===== src/common/bpu_pkg.sv =====
package bpu_pkg;

    // program counter width
    localparam int PC_W = 32;

    // predecode branch type
    // low bit set means always taken
    typedef enum logic [1:0] {
        BT_NONE     = 2'b00,
        BT_UNCOND   = 2'b01,
        BT_PCREL    = 2'b10,
        BT_INDIRECT = 2'b11
    } btype_e;

    // one resolved bundle from execute
    typedef struct packed {
        logic            valid;
        btype_e          btype;
        // fact pc of the bundle
        logic [PC_W-1:0] pc;
        // actual target
        logic [PC_W-1:0] tpc;
        logic            taken;
        // direction guess was wrong
        logic            dir_fail;
        // target guess was wrong
        logic            addr_fail;
    } resolve_t;

    // prediction toward fetch
    typedef struct packed {
        logic            hit;
        logic            taken;
        logic [PC_W-1:0] pc;
    } pred_t;

    // resolution statistics
    typedef struct packed {
        logic [31:0] total;
        logic [31:0] dir_miss;
        logic [31:0] addr_miss;
    } stats_t;

endpackage


===== src/btb/btb.sv =====
`timescale 1ns/1ns

module btb
    import bpu_pkg::*;
#(
    parameter int INDEX_BITS = 4
) (
    input  logic            clk,
    input  logic            rst_n,

    // fetch and predecode
    input  logic [PC_W-1:0] fetch_pc,
    input  btype_e          inst_btype,

    // training from execute
    input  resolve_t        resolve,

    // prediction toward fetch
    output pred_t           pred
);

    localparam int DEPTH = 1 << INDEX_BITS;

    // bundle index sits just above the 8-byte offset
    logic [INDEX_BITS-1:0] fetch_idx;
    logic [INDEX_BITS-1:0] res_idx;

    // per-entry valid mask
    logic [DEPTH-1:0]      valid_q;

    // training decode
    logic                  tgt_wr;
    logic                  tgt_clr;
    logic                  dir_upd;

    // prediction internals
    logic [PC_W-1:0]       stored_tgt;
    logic                  guess_taken;
    logic                  hit;
    logic                  taken;

    assign fetch_idx = fetch_pc[INDEX_BITS+2:3];
    assign res_idx   = resolve.pc[INDEX_BITS+2:3];

    // install target on a taken branch whose target was missed
    assign tgt_wr  = resolve.valid & resolve.taken & resolve.addr_fail;
    // drop the entry when the bundle turned out not to branch
    assign tgt_clr = resolve.valid & (resolve.btype == BT_NONE);
    // direction machines learn from pc-relative branches only
    assign dir_upd = resolve.valid & (resolve.btype == BT_PCREL);

    // valid mask
    // install wins over clear at the same index
    always_ff @(posedge clk) begin
        if (!rst_n) begin
            valid_q <= '0;
        end else if (tgt_wr) begin
            valid_q[res_idx] <= 1'b1;
        end else if (tgt_clr) begin
            valid_q[res_idx] <= 1'b0;
        end
    end

    // target store
    btb_target_ram #(
        .INDEX_BITS (INDEX_BITS)
    ) u_target_ram (
        .clk       (clk),
        .rd_index  (fetch_idx),
        .rd_target (stored_tgt),
        .wr_en     (tgt_wr),
        .wr_index  (res_idx),
        .wr_target (resolve.tpc)
    );

    // global direction guess
    dir_predictor u_dir_predictor (
        .clk           (clk),
        .rst_n         (rst_n),
        .update        (dir_upd),
        .outcome_taken (resolve.taken),
        .dir_hit       (~resolve.dir_fail),
        .guess_taken   (guess_taken)
    );

    // no tags, an aliasing pc counts as a hit
    assign hit = valid_q[fetch_idx];

    // unconditional and indirect always go
    // pc-relative goes only on a taken guess
    always_comb begin
        taken = 1'b0;
        if (hit) begin
            case (inst_btype)
                BT_UNCOND, BT_INDIRECT: taken = 1'b1;
                BT_PCREL:               taken = guess_taken;
                default:                taken = 1'b0;
            endcase
        end
    end

    // fall through to the next bundle when not taken
    assign pred.hit   = hit;
    assign pred.taken = taken;
    assign pred.pc    = taken ? stored_tgt : fetch_pc + PC_W'(8);

    // a taken prediction needs a live entry behind it
    // ties the guess from dir_predictor to the valid mask
    taken_needs_hit_a: assert property (
        @(posedge clk) disable iff (!rst_n) pred.taken |-> pred.hit
    ) else $error("btb: taken prediction without a valid entry");

endmodule


===== src/btb/btb_target_ram.sv =====
`timescale 1ns/1ns

module btb_target_ram
    import bpu_pkg::*;
#(
    parameter int INDEX_BITS = 4
) (
    input  logic                  clk,

    // fetch side, asynchronous read
    input  logic [INDEX_BITS-1:0] rd_index,
    output logic [PC_W-1:0]       rd_target,

    // resolve side, clocked write
    input  logic                  wr_en,
    input  logic [INDEX_BITS-1:0] wr_index,
    input  logic [PC_W-1:0]       wr_target
);

    // number of target slots
    localparam int DEPTH = 1 << INDEX_BITS;

    // target store, one pc per bundle index
    logic [PC_W-1:0] mem [DEPTH];

    // combinational read for zero latency prediction
    // a same cycle write shows up only after the edge
    // so fetch sees the old target (write after read)
    assign rd_target = mem[rd_index];

    // write port
    always_ff @(posedge clk) begin
        if (wr_en) begin
            mem[wr_index] <= wr_target;
        end
    end

    // write address must be clean whenever a write is requested
    // an x here would corrupt an unknown slot
    // and the valid mask in btb would then disagree with the store
    wr_index_known_a: assert property (
        @(posedge clk) wr_en |-> !$isunknown(wr_index)
    ) else $error("btb_target_ram: write index has unknown bits");

endmodule


===== src/btb/dir_predictor.sv =====
`timescale 1ns/1ns

module dir_predictor (
    input  logic clk,
    input  logic rst_n,

    // training from a resolved pc-relative branch
    input  logic update,
    input  logic outcome_taken,
    input  logic dir_hit,

    // taken guess toward the prediction mux
    output logic guess_taken
);

    // easy and hard machine encodings
    // low bit clear means a taken state
    localparam logic [1:0] ST_TAKEN = 2'b00;
    localparam logic [1:0] ST_NOT   = 2'b01;
    localparam logic [1:0] WK_TAKEN = 2'b10;
    localparam logic [1:0] WK_NOT   = 2'b11;

    // chooser encodings
    // idle is static not taken
    localparam logic [1:0] CH_IDLE = 2'b00;
    localparam logic [1:0] CH_EASY = 2'b01;
    localparam logic [1:0] CH_HARD = 2'b10;
    localparam logic [1:0] CH_RESV = 2'b11;

    logic [1:0] easy_q;
    logic [1:0] easy_d;
    logic [1:0] hard_q;
    logic [1:0] hard_d;
    logic [1:0] score_q;
    logic [1:0] score_d;
    logic [1:0] chooser_q;

    // easy machine
    // flips straight to the weak state on the other side
    always_comb begin
        case (easy_q)
            ST_TAKEN, WK_TAKEN: easy_d = outcome_taken ? ST_TAKEN : WK_NOT;
            default:            easy_d = outcome_taken ? WK_TAKEN : ST_NOT;
        endcase
    end

    // hard machine
    // plain saturating walk, one step per outcome
    always_comb begin
        case (hard_q)
            ST_TAKEN: hard_d = outcome_taken ? ST_TAKEN : WK_TAKEN;
            WK_TAKEN: hard_d = outcome_taken ? ST_TAKEN : WK_NOT;
            WK_NOT:   hard_d = outcome_taken ? WK_TAKEN : ST_NOT;
            default:  hard_d = outcome_taken ? WK_NOT   : ST_NOT;
        endcase
    end

    // score
    // bit 1 set means the easy machine has earned the choice
    always_comb begin
        case (score_q)
            2'b00:   score_d = dir_hit ? 2'b00 : 2'b01;
            2'b01:   score_d = dir_hit ? 2'b00 : 2'b10;
            2'b10:   score_d = dir_hit ? 2'b11 : 2'b01;
            default: score_d = dir_hit ? 2'b11 : 2'b10;
        endcase
    end

    // machines and score move only on a pc-relative resolve
    always_ff @(posedge clk) begin
        if (!rst_n) begin
            easy_q  <= WK_TAKEN;
            hard_q  <= WK_TAKEN;
            score_q <= 2'b00;
        end else if (update) begin
            easy_q  <= easy_d;
            hard_q  <= hard_d;
            score_q <= score_d;
        end
    end

    // chooser follows the score every cycle
    // one cycle behind it
    always_ff @(posedge clk) begin
        if (!rst_n) begin
            chooser_q <= CH_IDLE;
        end else begin
            chooser_q <= score_q[1] ? CH_EASY : CH_HARD;
        end
    end

    // taken guess from the selected machine
    always_comb begin
        case (chooser_q)
            CH_EASY: guess_taken = ~easy_q[0];
            CH_HARD: guess_taken = ~hard_q[0];
            // idle and the unused slot guess not taken
            default: guess_taken = 1'b0;
        endcase
    end

    // reserved strategy is never entered
    chooser_not_resv_a: assert property (
        @(posedge clk) disable iff (!rst_n) chooser_q != CH_RESV
    ) else $error("dir_predictor: chooser in reserved state");

endmodule


===== src/rtl/bpu_stats.sv =====
`timescale 1ns/1ns

module bpu_stats
    import bpu_pkg::*;
(
    input  logic     clk,
    input  logic     rst_n,

    // resolved bundles from execute
    input  resolve_t resolve,

    // running counts
    output stats_t   stats
);

    // add one unless already all ones
    function automatic logic [31:0] sat_inc(input logic [31:0] cnt, input logic inc);
        logic [31:0] nxt;
        nxt = cnt;
        if (inc && (cnt != '1)) begin
            nxt = cnt + 32'd1;
        end
        return nxt;
    endfunction

    logic tot_inc;
    logic dir_inc;
    logic addr_inc;

    // each count moves only on a valid resolve
    assign tot_inc  = resolve.valid;
    assign dir_inc  = resolve.valid & resolve.dir_fail;
    assign addr_inc = resolve.valid & resolve.addr_fail;

    // counters land one edge after the resolve
    always_ff @(posedge clk) begin
        if (!rst_n) begin
            stats.total     <= '0;
            stats.dir_miss  <= '0;
            stats.addr_miss <= '0;
        end else begin
            stats.total     <= sat_inc(stats.total, tot_inc);
            stats.dir_miss  <= sat_inc(stats.dir_miss, dir_inc);
            stats.addr_miss <= sat_inc(stats.addr_miss, addr_inc);
        end
    end

    // a miss is always part of the total
    misses_within_total_a: assert property (
        @(posedge clk) disable iff (!rst_n)
            (stats.dir_miss <= stats.total) && (stats.addr_miss <= stats.total)
    ) else $error("bpu_stats: miss count above total");

endmodule


===== src/rtl/bpu_top.sv =====
`timescale 1ns/1ns

module bpu_top
    import bpu_pkg::*;
#(
    // 16 entries by default
    parameter int INDEX_BITS = 4
) (
    input  logic            clk,
    input  logic            rst_n,

    // fetch and predecode stage
    input  logic [PC_W-1:0] fetch_pc,
    input  btype_e          inst_btype,

    // execute stage, one record per cycle
    input  resolve_t        resolve,

    // back to fetch
    output pred_t           pred,

    // resolution counts
    output stats_t          stats
);

    // target buffer and direction guess
    btb #(
        .INDEX_BITS (INDEX_BITS)
    ) u_btb (
        .clk        (clk),
        .rst_n      (rst_n),
        .fetch_pc   (fetch_pc),
        .inst_btype (inst_btype),
        .resolve    (resolve),
        .pred       (pred)
    );

    // resolve statistics
    // sees only the execute side
    bpu_stats u_bpu_stats (
        .clk     (clk),
        .rst_n   (rst_n),
        .resolve (resolve),
        .stats   (stats)
    );

endmodule


===== config.mk =====
export PLATFORM = sky130hd
export DESIGN_NAME = bpu_top
export DESIGN_NICKNAME = d
export VERILOG_FILES = /design/src/common/bpu_pkg.sv /design/src/btb/btb.sv /design/src/btb/btb_target_ram.sv /design/src/btb/dir_predictor.sv /design/src/rtl/bpu_stats.sv /design/src/rtl/bpu_top.sv
export SDC_FILE = /design/constraint.sdc
export NUM_CORES = 1
export LEC_CHECK = 0
export BUFFER_PORTS_ARGS = -buffer_cell sky130_fd_sc_hd__clkbuf_2
export CAP_MARGIN = 10
export CORE_MARGIN = 3
export CORE_UTILIZATION = 59
export DETAILED_ROUTE_END_ITERATION = 7
export PLACE_DENSITY = 0.81
export REMOVE_ABC_BUFFERS = 1
export SYNTH_ARGS = -nofsm -noshare
export SYNTH_HDL_FRONTEND = slang
export SYNTH_SLANG_ARGS = --single-unit
export TNS_END_PERCENT = 10

===== constraint.sdc =====
create_clock -name clk -period 5.3 [get_ports clk]
set_input_delay 1.59 -clock clk [delete_from_list [all_inputs] [get_ports clk]]
set_output_delay 1.59 -clock clk [all_outputs]
set_load 0.05 [all_outputs]

==> insert_results.sql <==
INSERT INTO impl_metrics (metric_group, metric, value, unit) VALUES
('run_status', 'outcome', 'finished with violations', ''),
('run_status', 'failed_checks', 'setup timing', ''),
('job', 'drv.max_cap_violation_count', '0', ''),
('grt', 'gr_usage_total', '28.2', '%'),
('grt', 'gr-total-overflow', '0', ''),
('detailed_routing', 'drc_errors', '0', ''),
('power_and_ir_drop', 'leakage', '9.95', 'nW'),
('synthesis', 'count_of_flip_flops_with_a_built_in_enable_after_synthesis', '512', ''),
('setup_path', 'critical_path.max_fanout', '19', ''),
('synthesis', 'muxShareOfSynthArea', '12.9', '%'),
('setup_path', 'cp_slowest_stage_delay', '0.52', 'ns'),
('power_and_ir_drop', 'report.power.total', '10.3', 'mW'),
('sta', 'fmax', '186', 'MHz'),
('setup_path', 'rr_worst_depth', '5', ''),
('final_layout', 'area_growth', '18.3', '%'),
('synthesis', 'synthXorXnorAreaFrac', '1.55', '%'),
('final_layout', 'layout-drive-gt1-share', '29.6', '%'),
('setup_path', 'reg2reg_from', 'u_bpu_stats.stats[34]', ''),
('final_layout', 'layout_commonest_cell', 'sky130_fd_sc_hd__edfxtp_1', ''),
('floorplan', 'die_x', '216', 'um'),
('min_path', 'hold_class', 'reg -> reg', ''),
('detailed_routing', 'via_count', '16400', ''),
('synthesis', 'post_synth_inst_count', '1596', ''),
('sta', 'unrepaired_setup_endpoints_after_global_routing', 'true', ''),
('final_layout', 'final_nets', '1960', ''),
('clock_network', 'insertion_delay', '0.62', 'ns'),
('min_path', 'min_path_cells', '2', ''),
('sta', 'hold_viol', '0', ''),
('floorplan', 'core-area', '0.0433', 'mm2'),
('detailed_routing', 'detail_routed_net_length_per_standard_cell', '27.0', 'um'),
('setup_path', 'reg2reg_to', 'u_bpu_stats.stats[40]', ''),
('power_and_ir_drop', 'switching_fraction', '22.2', '%'),
('detailed_routing', 'route.detailed.vias_per_inst', '6.62', ''),
('final_layout', 'fillCellCount', '2621', ''),
('place', 'postPlaceCellArea', '0.0286', 'mm2'),
('synthesis', 'synth_ff_type', 'sky130_fd_sc_hd__edfxtp_1', ''),
('power_and_ir_drop', 'cell_internal_pwr', '8.00', 'mW'),
('clock_network', 'postCtsHoldBufs', '0', ''),
('synthesis', 'synth_simple_gate_area_share', '7.53', '%'),
('clock_network', 'cts_tree', 'done', ''),
('clock_network', 'clk_path_buf_depth', '3', ''),
('power_and_ir_drop', 'vdd.ir_drop.worst', '305', 'uV'),
('detailed_routing', 'detail-route-antenna-nets', '0', ''),
('power_and_ir_drop', 'clock_power_share', '40.5', '%'),
('setup_path', 'worst-endpoint-required', '3.71', 'ns'),
('power_and_ir_drop', 'sequentialPowerShare', '52.5', '%'),
('power_and_ir_drop', 'power.switching', '2.28', 'mW'),
('sta', 'timing.final.setup_violations', '1', ''),
('place', 'numPortBuffers', '207', ''),
('clock_network', 'tritoncts_num_sinks', '631', ''),
('setup_path', 'worst_ep_arrival_time', '3.78', 'ns'),
('floorplan', 'num_io_pins', '236', ''),
('setup_path', 'ff2ff_setup_slack', '2.59', 'ns'),
('sta', 'timing.final.max_slew_violations', '0', ''),
('detailed_routing', 'detailedRoute.firstIterationViolations', '1792', ''),
('grt', 'grt_antenna_before_repair', '11', ''),
('setup_path', 'path_class', 'in -> out', ''),
('synthesis', 'synth_cell_types', '61', ''),
('floorplan', 'die-area', '0.0465', 'mm2'),
('sta', 'finalWorstPathRequiredPeriod', '5.37', 'ns'),
('grt', 'grt_pass1_wl', '99500', 'um'),
('sta', 'final_min_period_over_clock_period', '101', '%'),
('final_layout', 'final_cell_mix', 'sky130_fd_sc_hd__edfxtp_1 (512), sky130_fd_sc_hd__clkbuf_2 (172), sky130_fd_sc_hd__mux4_2 (132)', ''),
('grt', 'grt_pass1_vias', '16500', ''),
('setup_path', 'timing.critical_path.max_delay_family', 'buffers and inverters', ''),
('synthesis', 'yosys_warnings', '0', ''),
('synthesis', 'ys_seq_elements', '631', ''),
('sta', 'fin_ws', '-0.0714', 'ns'),
('final_layout', 'final_standard_cell_area_without_fillers', '0.0307', 'mm2'),
('power_and_ir_drop', 'comb_power_share', '7.0', '%'),
('setup_path', 'cpMaxStageDelayCell', 'sky130_fd_sc_hd__mux4_2', '');
[worst max-delay path by stage]
stage | start | end | slack, ns | cells after the start
after floorplan | fetch_pc[3] | pred[10] | -1.86 | 5
after global placement | fetch_pc[3] | pred[28] | -0.16 | 9
after detailed placement | fetch_pc[3] | pred[28] | -0.15 | 9
after CTS | fetch_pc[3] | pred[18] | -0.06 | 8
after global routing | fetch_pc[3] | pred[18] | -0.06 | 8
final | fetch_pc[3] | pred[18] | -0.07 | 8
[synth_stat cells, types with 7 or more instances]
library cell	instances	share of area [%]
sky130_fd_sc_hd__nand2_1	59	0.85
sky130_fd_sc_hd__a221oi_1	28	0.95
sky130_fd_sc_hd__buf_2	17	0.33
sky130_fd_sc_hd__ha_1	8	0.39
sky130_fd_sc_hd__nand4_1	47	1.1
sky130_fd_sc_hd__and3_1	7	0.17
sky130_fd_sc_hd__xor2_1	28	0.95
sky130_fd_sc_hd__nor2_1	59	0.85
sky130_fd_sc_hd__nor3_1	15	0.29
sky130_fd_sc_hd__buf_1	7	0.10
sky130_fd_sc_hd__or2_2	9	0.22
sky130_fd_sc_hd__inv_1	25	0.36
sky130_fd_sc_hd__and4_1	15	0.51
sky130_fd_sc_hd__a22o_1	29	0.98
sky130_fd_sc_hd__or3_1	36	0.87
sky130_fd_sc_hd__or4_1	22	0.64
sky130_fd_sc_hd__o21ai_0	43	0.83
sky130_fd_sc_hd__mux4_2	132	11
sky130_fd_sc_hd__o31ai_1	21	0.61
sky130_fd_sc_hd__clkbuf_1	58	0.84
sky130_fd_sc_hd__nor4_1	9	0.22
sky130_fd_sc_hd__nand3_1	45	0.87
sky130_fd_sc_hd__edfxtp_1	512	59
sky130_fd_sc_hd__xnor2_1	18	0.61
sky130_fd_sc_hd__a22oi_1	8	0.23
sky130_fd_sc_hd__o21a_1	38	1.1
sky130_fd_sc_hd__a21oi_1	67	1.3
sky130_fd_sc_hd__mux2i_1	32	1.2
sky130_fd_sc_hd__dfxtp_1	119	9.2
[timing repair]
action / in CTS / in global routing
buffers inserted: 1 / 1
pin swaps: 1 / 2
setup endpoints to repair: 10 / 28
gates cloned: 0 / 1
resized for setup: 5 / 33
[power groups by stage]
stage,logic [mW],registers (mW),clock network [mW]
floorplan,0.306,5.51,0
global placement,0.662,5.50,0
detailed placement,0.682,5.50,0
finish,0.721,5.40,4.16
global route,0.757,5.40,4.41
CTS,0.694,5.40,4.21
[final cells by class]
class | instances | area (um2) | area share, %
Sequential cell | 631 | 17800 | 57.9
Multi-Input combinational cell | 850 | 8000 | 26.1
Timing Repair Buffer | 278 | 2220 | 7.24
Clock buffer | 73 | 1550 | 5.05
Tap cell | 585 | 732 | 2.39
Clock inverter | 37 | 324 | 1.06
Inverter | 25 | 93.8 | 0.306
Antenna cell | 4 | 10.0 | 0.0326
[metrics by stage]
| step | setup slack [ns] | util, % | hold slack, ns | instances | setup TNS, ns |
|---|---|---|---|---|---|
| floorplan | -1.86 | - | 0.426 | 1506 | -58.92 |
| global placement | -0.162 | 66.1 | 0.437 | 2366 | -0.478 |
| detailed placement | -0.146 | 66.1 | 0.465 | 2366 | -0.536 |
| CTS | -0.0550 | 70.5 | 0.482 | 2477 | -0.201 |
| global route | -0.0578 | 70.9 | 0.506 | 2481 | -0.206 |
| finish | -0.0714 | 70.9 | 0.486 | 2483 | -0.0714 |
[per-layer routing]
metal / routed length [um] / global-route usage [%]
met5: 96 / 0
met4: 1590 / 9.08
met3: 7700 / 8.14
met2: 33800 / 46.9
met1: 23800 / 36.1
[state kept, by name (all words and copies together) (netlist names), named ones only]
| signal | flops |
|---|---|
| u_bpu_stats.stats | 96 |
| u_btb.u_dir_predictor.chooser_q | 2 |
| u_btb.u_dir_predictor.easy_q | 1 |
| u_btb.u_dir_predictor.hard_q | 1 |
| u_btb.u_dir_predictor.score_q | 1 |
| u_btb.u_target_ram.mem | 512 |
[worst reg2reg max path, delay by kind of cell, from the launching register on]
kind            cells  cell delay [ns]
flops               1             0.47
simple gates        3             1.74
compound gates      2             0.38
[kinds of logic (layout without fill, tap and decap cells)]
family | Yosys count | after routing
AOI/OAI and AO/OA | 275 | 275
xor gates and xnor gates | 46 | 46
adders and majority gates | 8 | 8
buffers and inverters | 115 | 413
DFF | 631 | 631
muxes | 168 | 168
other | 0 | 4
and+or+nand+nor | 353 | 353
Power figures use the tool's default switching activity.
